File: src/hw/ex_defines.svh
`ifndef EX_DEFINES_SVH
`define EX_DEFINES_SVH

// Data path word width
`define EX_XLEN 32

// Register file address width
`define EX_RADDR_W 5

// Load forwarding slots from the memory stage
// Highest index is the newest
`define EX_FWD_SLOTS 2

`endif

File: src/hw/ex_op_pkg.sv
`default_nettype none

package ex_op_pkg;

    typedef enum logic [4:0] {
        OP_ADD,
        OP_SUB,
        OP_SLT,
        OP_SLTU,
        OP_AND,
        OP_OR,
        OP_XOR,
        OP_NOR,
        OP_ORN,
        OP_ANDN,
        OP_SLL,
        OP_SRL,
        OP_SRA,
        OP_LUI,
        OP_PCADDU12I,
        OP_B,
        OP_BL,
        OP_JIRL,
        OP_BEQ,
        OP_BNE,
        OP_BLT,
        OP_BGE,
        OP_BLTU,
        OP_BGEU,
        OP_LD_B,
        OP_LD_H,
        OP_LD_W,
        OP_ST_B,
        OP_ST_H,
        OP_ST_W
    } ex_op_t;

    // Source of the register write data
    typedef enum logic [2:0] {
        RES_LOGIC,
        RES_SHIFT,
        RES_ARITH,
        RES_MOVE,
        RES_LINK,
        RES_MEM,
        RES_NONE
    } res_class_t;

    typedef enum logic [1:0] {
        MEM_BYTE,
        MEM_HALF,
        MEM_WORD
    } mem_size_t;

endpackage

`default_nettype wire

File: src/hw/ex_data_pkg.sv
`default_nettype none

`include "ex_defines.svh"

package ex_data_pkg;

    typedef logic [`EX_XLEN-1:0] word_t;

    // Register 0 is not special in this stage
    typedef logic [`EX_RADDR_W-1:0] reg_addr_t;

    typedef logic [1:0] excp_code_t;

    localparam excp_code_t EXCP_NONE = 2'd0;
    // Address misaligned
    localparam excp_code_t EXCP_ALE = 2'd1;

endpackage

`default_nettype wire

File: src/hw/ex_decode.sv
`default_nettype none

`include "ex_defines.svh"

module ex_decode (
    input  ex_op_pkg::ex_op_t                          op_i,
    input  ex_data_pkg::reg_addr_t                     rs1_addr_i,
    input  ex_data_pkg::reg_addr_t                     rs2_addr_i,
    input  ex_data_pkg::word_t                         rs1_data_i,
    input  ex_data_pkg::word_t                         rs2_data_i,
    input  ex_data_pkg::word_t                         imm_i,
    input  logic                                       use_imm_i,
    input  logic [`EX_FWD_SLOTS-1:0]                   fwd_we_i,
    input  ex_data_pkg::reg_addr_t [`EX_FWD_SLOTS-1:0] fwd_addr_i,
    input  ex_data_pkg::word_t [`EX_FWD_SLOTS-1:0]     fwd_data_i,
    output ex_data_pkg::word_t                         op_a_o,
    output ex_data_pkg::word_t                         op_b_o,
    output ex_data_pkg::word_t                         reg_b_o,
    output ex_op_pkg::res_class_t                      res_class_o,
    output ex_op_pkg::mem_size_t                       mem_size_o,
    output logic                                       is_load_o,
    output logic                                       is_store_o
);
    import ex_op_pkg::*;
    import ex_data_pkg::*;

    // Later slots override earlier ones, so the newest match wins
    function automatic word_t fwd_select(reg_addr_t addr, word_t base);
        word_t val;
        val = base;
        for (int i = 0; i < `EX_FWD_SLOTS; i++) begin
            if (fwd_we_i[i] && fwd_addr_i[i] == addr) begin
                val = fwd_data_i[i];
            end
        end
        return val;
    endfunction

    always_comb begin
        op_a_o  = fwd_select(rs1_addr_i, rs1_data_i);
        reg_b_o = fwd_select(rs2_addr_i, rs2_data_i);
        op_b_o  = use_imm_i ? imm_i : reg_b_o;
    end

    always_comb begin
        case (op_i)
            OP_AND, OP_OR, OP_XOR, OP_NOR, OP_ORN, OP_ANDN: res_class_o = RES_LOGIC;
            OP_SLL, OP_SRL, OP_SRA:                         res_class_o = RES_SHIFT;
            OP_ADD, OP_SUB, OP_SLT, OP_SLTU:                res_class_o = RES_ARITH;
            OP_LUI, OP_PCADDU12I:                           res_class_o = RES_MOVE;
            OP_BL, OP_JIRL:                                 res_class_o = RES_LINK;
            OP_LD_B, OP_LD_H, OP_LD_W:                      res_class_o = RES_MEM;
            OP_ST_B, OP_ST_H, OP_ST_W:                      res_class_o = RES_MEM;
            default:                                        res_class_o = RES_NONE;
        endcase
    end

    // Access kind and size
    always_comb begin
        is_load_o  = 1'b0;
        is_store_o = 1'b0;
        mem_size_o = MEM_WORD;
        case (op_i)
            OP_LD_B, OP_ST_B: mem_size_o = MEM_BYTE;
            OP_LD_H, OP_ST_H: mem_size_o = MEM_HALF;
            default:          mem_size_o = MEM_WORD;
        endcase
        if (op_i == OP_LD_B || op_i == OP_LD_H || op_i == OP_LD_W) begin
            is_load_o = 1'b1;
        end
        if (op_i == OP_ST_B || op_i == OP_ST_H || op_i == OP_ST_W) begin
            is_store_o = 1'b1;
        end
    end

    a_mem_class: assert final (!(is_load_o || is_store_o) || res_class_o == RES_MEM);

endmodule

`default_nettype wire

File: src/hw/ex_alu.sv
`default_nettype none

`include "ex_defines.svh"

module ex_alu (
    input  ex_op_pkg::ex_op_t  op_i,
    input  ex_data_pkg::word_t op_a_i,
    input  ex_data_pkg::word_t op_b_i,
    input  ex_data_pkg::word_t reg_b_i,
    input  ex_data_pkg::word_t imm_i,
    input  ex_data_pkg::word_t pc_i,
    output ex_data_pkg::word_t logic_o,
    output ex_data_pkg::word_t shift_o,
    output ex_data_pkg::word_t arith_o,
    output ex_data_pkg::word_t move_o,
    output ex_data_pkg::word_t link_o,
    output ex_data_pkg::word_t mem_addr_o,
    output ex_data_pkg::word_t branch_target_o,
    output logic               branch_taken_o
);
    import ex_op_pkg::*;
    import ex_data_pkg::*;

    logic [$clog2(`EX_XLEN)-1:0] shamt;
    word_t                       pc_imm;
    logic                        br_lt_s;
    logic                        br_lt_u;

    assign shamt      = op_b_i[$clog2(`EX_XLEN)-1:0];
    assign pc_imm     = pc_i + imm_i;
    assign mem_addr_o = op_a_i + imm_i;
    assign link_o     = pc_i + word_t'(4);

    // Branch compares use the register values, never the immediate
    assign br_lt_s = $signed(op_a_i) < $signed(reg_b_i);
    assign br_lt_u = op_a_i < reg_b_i;

    always_comb begin
        case (op_i)
            OP_AND:  logic_o = op_a_i & op_b_i;
            OP_OR:   logic_o = op_a_i | op_b_i;
            OP_XOR:  logic_o = op_a_i ^ op_b_i;
            OP_NOR:  logic_o = ~(op_a_i | op_b_i);
            OP_ORN:  logic_o = op_a_i | ~op_b_i;
            OP_ANDN: logic_o = op_a_i & ~op_b_i;
            default: logic_o = '0;
        endcase
    end

    always_comb begin
        case (op_i)
            OP_SLL:  shift_o = op_a_i << shamt;
            OP_SRL:  shift_o = op_a_i >> shamt;
            OP_SRA:  shift_o = word_t'($signed(op_a_i) >>> shamt);
            default: shift_o = '0;
        endcase
    end

    always_comb begin
        case (op_i)
            OP_ADD:  arith_o = op_a_i + op_b_i;
            OP_SUB:  arith_o = op_a_i - op_b_i;
            OP_SLT:  arith_o = word_t'($signed(op_a_i) < $signed(op_b_i));
            OP_SLTU: arith_o = word_t'(op_a_i < op_b_i);
            default: arith_o = '0;
        endcase
    end

    always_comb begin
        case (op_i)
            OP_LUI:       move_o = op_b_i;
            OP_PCADDU12I: move_o = pc_i + op_b_i;
            default:      move_o = '0;
        endcase
    end

    always_comb begin
        branch_taken_o  = 1'b0;
        branch_target_o = pc_imm;
        case (op_i)
            OP_B, OP_BL: branch_taken_o = 1'b1;
            OP_JIRL: begin
                branch_taken_o  = 1'b1;
                branch_target_o = op_a_i + imm_i;
            end
            OP_BEQ:  branch_taken_o = op_a_i == reg_b_i;
            OP_BNE:  branch_taken_o = op_a_i != reg_b_i;
            OP_BLT:  branch_taken_o = br_lt_s;
            OP_BGE:  branch_taken_o = !br_lt_s;
            OP_BLTU: branch_taken_o = br_lt_u;
            OP_BGEU: branch_taken_o = !br_lt_u;
            // Not a control transfer
            default: branch_target_o = '0;
        endcase
    end

endmodule

`default_nettype wire

File: src/hw/ex_result.sv
`default_nettype none

module ex_result (
    input  logic                   clk,
    input  logic                   reset_i,
    input  logic                   stall_i,
    input  logic                   flush_i,
    input  logic                   valid_i,
    input  ex_op_pkg::res_class_t  res_class_i,
    input  ex_op_pkg::mem_size_t   mem_size_i,
    input  logic                   is_load_i,
    input  logic                   is_store_i,
    input  ex_data_pkg::word_t     logic_i,
    input  ex_data_pkg::word_t     shift_i,
    input  ex_data_pkg::word_t     arith_i,
    input  ex_data_pkg::word_t     move_i,
    input  ex_data_pkg::word_t     link_i,
    input  ex_data_pkg::word_t     mem_addr_i,
    input  ex_data_pkg::word_t     store_data_i,
    input  ex_data_pkg::reg_addr_t rd_addr_i,
    input  logic                   rd_we_i,
    output logic                   valid_o,
    output logic                   rd_we_o,
    output ex_data_pkg::reg_addr_t rd_addr_o,
    output ex_data_pkg::word_t     rd_data_o,
    output ex_data_pkg::word_t     mem_addr_o,
    output ex_data_pkg::word_t     store_data_o,
    output logic                   is_load_o,
    output logic                   is_store_o,
    output logic                   excp_o,
    output ex_data_pkg::excp_code_t excp_code_o
);
    import ex_op_pkg::*;
    import ex_data_pkg::*;

    word_t wdata;
    logic  misaligned;
    logic  wr_en;

    // Loads, stores and branches carry no write data here
    always_comb begin
        case (res_class_i)
            RES_LOGIC: wdata = logic_i;
            RES_SHIFT: wdata = shift_i;
            RES_ARITH: wdata = arith_i;
            RES_MOVE:  wdata = move_i;
            RES_LINK:  wdata = link_i;
            default:   wdata = '0;
        endcase
    end

    always_comb begin
        misaligned = 1'b0;
        if (res_class_i == RES_MEM) begin
            case (mem_size_i)
                MEM_HALF: misaligned = mem_addr_i[0];
                MEM_WORD: misaligned = |mem_addr_i[1:0];
                default:  misaligned = 1'b0;
            endcase
        end
    end

    assign wr_en = valid_i && rd_we_i && res_class_i != RES_NONE && !misaligned;

    always_ff @(posedge clk) begin
        if (reset_i || flush_i) begin
            valid_o    <= 1'b0;
            rd_we_o    <= 1'b0;
            is_load_o  <= 1'b0;
            is_store_o <= 1'b0;
            excp_o     <= 1'b0;
        end else if (!stall_i) begin
            valid_o    <= valid_i;
            rd_we_o    <= wr_en;
            is_load_o  <= valid_i && is_load_i;
            is_store_o <= valid_i && is_store_i;
            excp_o     <= valid_i && misaligned;
        end
    end

    always_ff @(posedge clk) begin
        if (!stall_i) begin
            rd_addr_o    <= rd_addr_i;
            rd_data_o    <= wdata;
            mem_addr_o   <= mem_addr_i;
            store_data_o <= store_data_i;
            excp_code_o  <= misaligned ? EXCP_ALE : EXCP_NONE;
        end
    end

    a_flush_empties: assert property (
        @(posedge clk) disable iff (reset_i) flush_i |=> !valid_o);

    a_excp_has_valid: assert property (
        @(posedge clk) disable iff (reset_i) excp_o |-> valid_o);

endmodule

`default_nettype wire

File: src/hw/ex_stage.sv
`default_nettype none

`include "ex_defines.svh"

module ex_stage (
    input  logic                                       clk,
    input  logic                                       reset_i,
    input  logic                                       valid_i,
    input  ex_op_pkg::ex_op_t                          op_i,
    input  logic                                       use_imm_i,
    input  ex_data_pkg::reg_addr_t                     rs1_addr_i,
    input  ex_data_pkg::reg_addr_t                     rs2_addr_i,
    input  ex_data_pkg::word_t                         rs1_data_i,
    input  ex_data_pkg::word_t                         rs2_data_i,
    input  ex_data_pkg::word_t                         imm_i,
    input  ex_data_pkg::word_t                         pc_i,
    input  ex_data_pkg::reg_addr_t                     rd_addr_i,
    input  logic                                       rd_we_i,
    input  logic [`EX_FWD_SLOTS-1:0]                   fwd_we_i,
    input  ex_data_pkg::reg_addr_t [`EX_FWD_SLOTS-1:0] fwd_addr_i,
    input  ex_data_pkg::word_t [`EX_FWD_SLOTS-1:0]     fwd_data_i,
    input  logic                                       stall_i,
    input  logic                                       flush_i,
    output logic                                       branch_taken_o,
    output ex_data_pkg::word_t                         branch_target_o,
    output logic                                       valid_o,
    output logic                                       rd_we_o,
    output ex_data_pkg::reg_addr_t                     rd_addr_o,
    output ex_data_pkg::word_t                         rd_data_o,
    output ex_data_pkg::word_t                         mem_addr_o,
    output ex_data_pkg::word_t                         store_data_o,
    output logic                                       is_load_o,
    output logic                                       is_store_o,
    output logic                                       excp_o,
    output ex_data_pkg::excp_code_t                    excp_code_o
);
    import ex_op_pkg::*;
    import ex_data_pkg::*;

    word_t      op_a;
    word_t      op_b;
    word_t      reg_b;
    res_class_t res_class;
    mem_size_t  mem_size;
    logic       is_load;
    logic       is_store;
    word_t      logic_res;
    word_t      shift_res;
    word_t      arith_res;
    word_t      move_res;
    word_t      link_res;
    word_t      mem_addr;
    word_t      alu_target;
    logic       alu_taken;

    ex_decode u_decode (
        .op_i        (op_i),
        .rs1_addr_i  (rs1_addr_i),
        .rs2_addr_i  (rs2_addr_i),
        .rs1_data_i  (rs1_data_i),
        .rs2_data_i  (rs2_data_i),
        .imm_i       (imm_i),
        .use_imm_i   (use_imm_i),
        .fwd_we_i    (fwd_we_i),
        .fwd_addr_i  (fwd_addr_i),
        .fwd_data_i  (fwd_data_i),
        .op_a_o      (op_a),
        .op_b_o      (op_b),
        .reg_b_o     (reg_b),
        .res_class_o (res_class),
        .mem_size_o  (mem_size),
        .is_load_o   (is_load),
        .is_store_o  (is_store)
    );

    ex_alu u_alu (
        .op_i            (op_i),
        .op_a_i          (op_a),
        .op_b_i          (op_b),
        .reg_b_i         (reg_b),
        .imm_i           (imm_i),
        .pc_i            (pc_i),
        .logic_o         (logic_res),
        .shift_o         (shift_res),
        .arith_o         (arith_res),
        .move_o          (move_res),
        .link_o          (link_res),
        .mem_addr_o      (mem_addr),
        .branch_target_o (alu_target),
        .branch_taken_o  (alu_taken)
    );

    // Redirect goes to fetch in the same cycle
    assign branch_taken_o  = valid_i && alu_taken;
    assign branch_target_o = valid_i ? alu_target : '0;

    ex_result u_result (
        .clk          (clk),
        .reset_i      (reset_i),
        .stall_i      (stall_i),
        .flush_i      (flush_i),
        .valid_i      (valid_i),
        .res_class_i  (res_class),
        .mem_size_i   (mem_size),
        .is_load_i    (is_load),
        .is_store_i   (is_store),
        .logic_i      (logic_res),
        .shift_i      (shift_res),
        .arith_i      (arith_res),
        .move_i       (move_res),
        .link_i       (link_res),
        .mem_addr_i   (mem_addr),
        .store_data_i (reg_b),
        .rd_addr_i    (rd_addr_i),
        .rd_we_i      (rd_we_i),
        .valid_o      (valid_o),
        .rd_we_o      (rd_we_o),
        .rd_addr_o    (rd_addr_o),
        .rd_data_o    (rd_data_o),
        .mem_addr_o   (mem_addr_o),
        .store_data_o (store_data_o),
        .is_load_o    (is_load_o),
        .is_store_o   (is_store_o),
        .excp_o       (excp_o),
        .excp_code_o  (excp_code_o)
    );

endmodule

`default_nettype wire

File: config.mk
export PLATFORM = sky130hd
export DESIGN_NAME = ex_stage
export DESIGN_NICKNAME = d
export VERILOG_FILES = /design/src/hw/ex_op_pkg.sv /design/src/hw/ex_data_pkg.sv /design/src/hw/ex_decode.sv /design/src/hw/ex_alu.sv /design/src/hw/ex_result.sv /design/src/hw/ex_stage.sv
export VERILOG_INCLUDE_DIRS = /design/src /design/src/hw
export SDC_FILE = /design/constraint.sdc
export NUM_CORES = 1
export LEC_CHECK = 0
export BUFFER_PORTS_ARGS = -buffer_cell sky130_fd_sc_hd__buf_2
export CAP_MARGIN = 20
export CORE_ASPECT_RATIO = 0.6
export CORE_MARGIN = 1
export CORE_UTILIZATION = 45
export DETAILED_ROUTE_END_ITERATION = 7
export PLACE_DENSITY_LB_ADDON = 0.15
export SKIP_LAST_GASP = 1
export SLEW_MARGIN = 5
export SYNTH_ARGS = -nofsm -noshare
export SYNTH_HDL_FRONTEND = slang
export SYNTH_HIERARCHICAL = 1
export SYNTH_SLANG_ARGS = --single-unit
export TNS_END_PERCENT = 5
File: constraint.sdc
create_clock -name clk -period 5.9 [get_ports clk]
set_input_delay 0.295 -clock clk [delete_from_list [all_inputs] [get_ports clk]]
set_output_delay 0.295 -clock clk [all_outputs]
set_load 0.1 [all_outputs]
* Word-level counts from Yosys, hierarchy flattened
Memories as Yosys holds them, arrays and structs flattened.
Cells that the tools add are included.
** Storage, ports and cells
- Output and inout port bits :: 141
- Register bits after elaboration :: 108
- Input bits :: 231
- Memories :: 1
- Memory bits (read-only) :: 96
- Logic and storage cells :: 119
** Operators by class
- Bitwise operators :: 7
- Add/sub/neg operators :: 6
- Multiplexer cells :: 19
- Shift-type cells :: 3
- Reduce and logical (&&, ||, !) cells :: 26
- Order comparisons :: 4
- Eq/ne operators :: 43
** Memories
- (no name shown) :: depth 32, width 3, read ports 1, clocked after Yosys merged registers in 0, write ports 0, RTL line ex_decode.sv:46 : case (op_i)
** Operators with widths (count)
- $mux W32 :: 6
- $pmux W32 S6 :: 1
- $pmux W32 S5 :: 1
- $add A32 B32 Y32 :: 4
- $lt A32 B32 Y1 :: 4
- $pmux W32 S2 :: 2
- $pmux W32 S4 :: 1
- $pmux W32 S3 :: 1
- $eq A5 B5 Y1 const B :: 14
- $and A32 B32 Y32 :: 2
- $not A32 Y32 :: 2
- $or A32 B32 Y32 :: 2
- $eq A5 B4 Y1 const B :: 8
- $add A32 B3 Y32 const B :: 1
- $eq A32 B32 Y1 :: 1
- $ne A32 B32 Y1 :: 1
- $shl A32 B5 Y32 :: 1
- $shr A32 B5 Y32 :: 1
- $sshr A32 B5 Y32 :: 1
- $sub A32 B32 Y32 :: 1
- $xor A32 B32 Y32 :: 1
- $eq A5 B3 Y1 const B :: 4
- $eq A5 B5 Y1 :: 4
- $logic_and A1 B1 Y1 :: 11
- 19 further kinds :: 33

* Longest topological paths before layout
- Word-level depth :: 10
- Mapped depth :: 25
- Gate-level depth less buffers :: 22

* By module
Netlist, hierarchy kept.
** Modules (own cells, without submodules)
- ex_alu :: area an instance 15254.6 µm², times used 1, cells each 2343
- ex_result :: area an instance 4908.5 µm², times used 1, cells each 290
- ex_decode :: area an instance 2766.4 µm², times used 1, cells each 477
- ex_stage :: area an instance 262.8 µm², times used 1, cells each 36

* Worst setup path after synthesis
OpenSTA, ideal clock, no wires.
- Kind :: in2reg
- From :: in rs1_addr_i[2]
- To :: reg u_result.rd_data_o[31], data pin
- Buffers on the path :: 2
- Arrival :: 4.895 ns
- Setup slack :: 0.733 ns
- Stages :: 22
- Library setup time :: 0.271 ns
- Path through :: xnor2_1 > and2_1 > clkbuf_1 > clkbuf_1 > nand3_1 > a31oi_1 > inv_1 > ha_1 > nor2_1 > o311a_1 > o21bai_2 > or4_1 > a31oi_1 > a211o_1 > a221oi_4 > o211ai_1 > o21ai_1 > a221oi_1 > a21oi_1 > mux2_4 > a22oi_2 > o22ai_1
** Between the ends
- Elaborated cells between the ends (all ways) :: 21
** RTL lines
- start, declared :: RTL line ex_stage.sv:11 : input ex_data_pkg::reg_addr_t rs1_addr_i,
- $eq A5 B5 Y1 :: RTL line ex_decode.sv:32 : if (fwd_we_i[i] && fwd_addr_i[i] == addr) begin
- $logic_and A1 B1 Y1 :: RTL line ex_decode.sv:32
- $mux W32 :: RTL line ex_decode.sv:32
- $mux W32 * :: RTL line ex_decode.sv:32
- named net op_a[1] :: RTL line ex_stage.sv:40 : word_t op_a;
- $sub A32 B32 Y32 or $add A32 B32 Y32 (tied branches) :: RTL line ex_alu.sv:62, ex_alu.sv:61
- $pmux W32 S4 * :: RTL line ex_alu.sv:60 : case (op_i)
- named net arith_res[31] :: RTL line ex_stage.sv:49 : word_t arith_res;
- $pmux W32 S5 * :: RTL line ex_result.sv:42 : case (res_class_i)
- named net u_result.wdata[31] :: RTL line ex_result.sv:36 : word_t wdata;
- end signal, assigned :: RTL line ex_result.sv:84 : rd_data_o <= wdata;
- end, declared :: RTL line ex_result.sv:25 : output ex_data_pkg::word_t rd_data_o,
The timed path passes the listed nets; every way through them passes the cells marked *.
A chain may end at the register's enable or synchronous reset.

* Worst setup path in the final report
- From :: in rs1_addr_i[2]
- To :: out branch_target_o[30]
** Between the ends
- Word-level cells in the longest chain between the ends :: 7
- Elaborated cells between the ends (all ways) :: 9
** RTL lines
- $eq A5 B5 Y1 :: RTL line ex_decode.sv:32
- $logic_and A1 B1 Y1 :: RTL line ex_decode.sv:32
- $mux W32 :: RTL line ex_decode.sv:32
- $mux W32 * :: RTL line ex_decode.sv:32
- named net op_a[0] :: RTL line ex_stage.sv:40
- $add A32 B32 Y32 *
- named net mem_addr[30] :: RTL line ex_stage.sv:52 : word_t mem_addr;
- $pmux W32 S2 * :: RTL line ex_alu.sv:80 : case (op_i)
- named net alu_target[30] :: RTL line ex_stage.sv:53 : word_t alu_target;
- $mux W32 * :: RTL line ex_stage.sv:95 : assign branch_target_o = valid_i ? alu_target : '0;
- end, declared :: RTL line ex_stage.sv:25 : output ex_data_pkg::word_t branch_target_o,
Marks and branches as above.

==> metrics.md <==
| Metric | Value |
|---|---|
| Post-Syn Instances | 3146 |
| Post-synthesis sequential area ratio | 0.136 |
| Tot Pwr | between 0.005 and 0.006 W |
| Post-synthesis simple-gate area fraction | 0.196 |
| Tcrit/Tclk final | 0.983 |
| Vias per cell | 6.71 |
| Die Width | 295 um |
| Final setup vio count | 0 |
| Post-Syn Area | 23200 um^2 |
| Root buf cell | clkbuf_16 |
| Number of H-tree levels | 3 |
| Die area | around 52000 um^2 |
| Pre-CTS WS | 0.185 ns |
| Row count | 64 |
| XOR/XNOR Fraction of Synth Area | 0.0619 |
| Mux contribution to synthesized area | 0.0551 |
| Synth-to-Final Area Change | 17.0% |
| Worst Hold Depth | 1 |
| Leak pwr | 11.6 nW |
| Worst Setup EP | branch_target_o[30] |
| Commonest non-fill, non-tap cell in the layout | buf_2 |
| Critical Path AT | between 5 and 6 ns |
| Peak Freq | ~170 MHz |
| Worst vdd ir | 0.175 mV |
| Synth Net Count | 3637 |
| Worst-Skew Late Latency | roughly 0.40 ns |
| Post-synth ARST share | 0 |
| Max Cap Viol | 0 |
| Reg-to-reg slack, setup | 5.11 ns |
| Final WS setup | just under 0.1 ns |
| Crit Path Max Fanout | 12 |
| Setup Buffers After CTS | 0 |
| Total gr overflow | 0 |
| First-pass GRT wire length | 169000 um |
| Fin nets | 3970 |
| CP delay by family, top | compound AO/OA/AOI/OAI gates |
| Clock Skew | 0 ns |
| Routed length per placed instance | 27.9 um |
| Adder-cell area share of the yosys netlist | 0.142 |
| Crit path largest cell delay | roughly 0.46 ns |
| #FFs+latches synth | between 100 and 150 |
| Fraction of layout cells with a size suffix above 1 | 0.209 |
| Largest net degree at the start of global routing | a little over 80 |
| Final GP Congestion | around 1.1 |
| First-pass DRT Iterations | 8 |
| Initial core utilization | 0.455 |
| Compound-cell area share of the yosys netlist | 0.335 |
| Post-cts sizing count | 0 |
| Initial antenna violation count | 4 |
| I/O Pins | 372 |
| Drt total wl | 116000 um |
| Startpoint Class | input port |
| Core ar. | 50900 um^2 |
| Crit-path cells | buf_2, xnor2_1, nand4_1, buf_4, nor3_1, a31oi_1, buf_4, ha_1, fa_1, a211oi_1, o21ai_1, a21oi_1, o21ai_0, buf_4, a21oi_1, o21ai_1, a2111oi_2, a21oi_1, xor2_1, a22o_1, and2_2, buf_12 |
| WP depth | 22 |
| Final Max Tran Viols | 0 |
| RSZ-0062 raised after global routing | true |
| CP Data Required Time | 5.61 ns |
| Via count | 28100 |
| Worst-Margin Slew | 1.21 ns |
| Worst r2r path cells | 2 |
| IO buf count | 370 |
| Die Y | 178 um |
| Max-slew headroom | 0.193 |
| Post-synth EDFFs | 102 |
| Final hold viol count | 0 |
| Total GRT Usage | 0.431 |
| Synthesis Warnings | 6 |
| Syn_area_per_cell | 7.37 um^2 |
| DRT iter0 DRCs | ~4300 |
| R2r endpoint | u_result/excp_o |
| CP Launch Point | rs1_addr_i[2] |
| Detailed placer's ending HPWL | 92300 um |
| Clk pin slew, worst setup/hold paths | 0.08 ns |
| Max clock buf depth | 2 |
| Hold Crit Class | in -> reg |
| Yosys cell types | 103 |
| Synth Flop Type | edfxtp_1 |
| PD cells | 208 nW/um^2 |
| Clock Sink Count | 107 |
| DRC errors left | 0 |
| WP buf/inv | 5 |
| R2R Path Start | u_result/excp_o |
| Worst path slowest cell | a2111oi_2 |
| Routed Antenna Nets | 0 |
| Setup CP Type | in -> out |
| CTS tree | done |
| Num CTS Buffers | 9 |
| CTS Hold Bufs | 0 |
| Main combinational cell family by area after synthesis | compound AO/OA/AOI/OAI gates |
| Most frequent cells in the layout | buf_2, nor2_1, a21oi_1 |
| Worst setup EP type | primary output |
| Status | finished, final reports clean |
| Final critical-path required period | 5.80 ns |
| Vias in the first global route | 25700 |
==> registers in the layout (all words and copies together) (netlist names) <==
name,cells
u_result/rd_addr_o,5
u_result/mem_addr_o,32
u_result/is_store_o,1
u_result/excp_code_o,1
u_result/is_load_o,1
u_result/rd_we_o,1
u_result/store_data_o,32
u_result/valid_o,1
u_result/excp_o,1
u_result/rd_data_o,32
==> metal layers <==
layer	wire [um]	global-route usage	share of wire
met1	48300	0.590	0.41
met2	47100	0.620	0.40
met3	15600	0.130	0.13
met4	5270	0.180	0.045
met5	167	0.0235	0.0014
==> where the power goes <==
part | internal [W] | leakage (nW) | switching (W) | total [W]
clock network | 0.000382 | 0.164 | 0.000386 | 0.000769
registers | 0.000950 | 1.03 | 0.0000299 | 0.000980
logic | 0.00116 | 10.4 | 0.00274 | 0.00390
==> worst min-delay path by stage <==
stage | slack (ns) | to | startpoint
after floorplan | 0.39 | u_result/rd_addr_o[0] | rd_addr_i[0]
after global placement | 0.44 | u_result/is_load_o | u_result/is_load_o
after detailed placement | 0.46 | u_result/is_store_o | u_result/is_store_o
after CTS | 0.05 | u_result/rd_addr_o[2] | rd_addr_i[2]
after global routing | 0.05 | u_result/rd_addr_o[4] | rd_addr_i[4]
final | 0.06 | u_result/rd_addr_o[2] | rd_addr_i[2]
==> metrics by stage <==
stage               utilization  hold slack [ns]  setup TNS, ns  cell area (um^2)  std cells
finish                    0.533           0.0603              0             27100       4181
global route              0.533           0.0526        -0.0335             27100       4178
CTS                       0.533           0.0510              0             27100       4177
detailed placement        0.526            0.459              0             26800       4161
global placement          0.526            0.444              0             26800       4161
floorplan                     -            0.394              0             23200       3146
==> logic make-up (layout without fill, tap and decap cells) <==
family | after synthesis | in the layout
compound gates | 1169 | 1169
xor+xnor | 164 | 164
fa+ha+maj | 260 | 260
buf+inv | 385 | 723
flops | 107 | 107
mux | 109 | 109
other cells | 1 | 5
simple gates | 951 | 951
==> Yosys cell counts (all sizes together), types with 35 or more instances <==
cell type  count  area share
o22ai         48       0.013
a31oi        114       0.031
nand4         64       0.017
ha           255        0.14
nor3          95       0.021
inv          156       0.025
clkbuf       153       0.026
mux2i         68       0.029
o2111ai       35       0.013
o21ai        262       0.057
nand2        205       0.033
o41ai         36       0.014
a21o          66       0.021
a21oi        273       0.059
nand3        107       0.023
buf           74       0.021
nor2         297       0.048
and2          43       0.013
mux2          39       0.024
a211oi        37       0.013
a22o          37       0.014
a22oi         84       0.034
edfxtp       102        0.13
nand2b        60       0.016
xnor2        132       0.050
==> cell type report <==
class                           count  area (um^2)
Fill cell                        5009        23800
Multi-Input combinational cell   2654        18500
Timing Repair Buffer              550         3710
Sequential cell                   107         3160
Tap cell                          693          867
Inverter                          157          592
Clock buffer                        9          225
Clock inverter                      7          109
Antenna cell                        4         10.0
No activity file was read; power rests on OpenSTA's default activity.
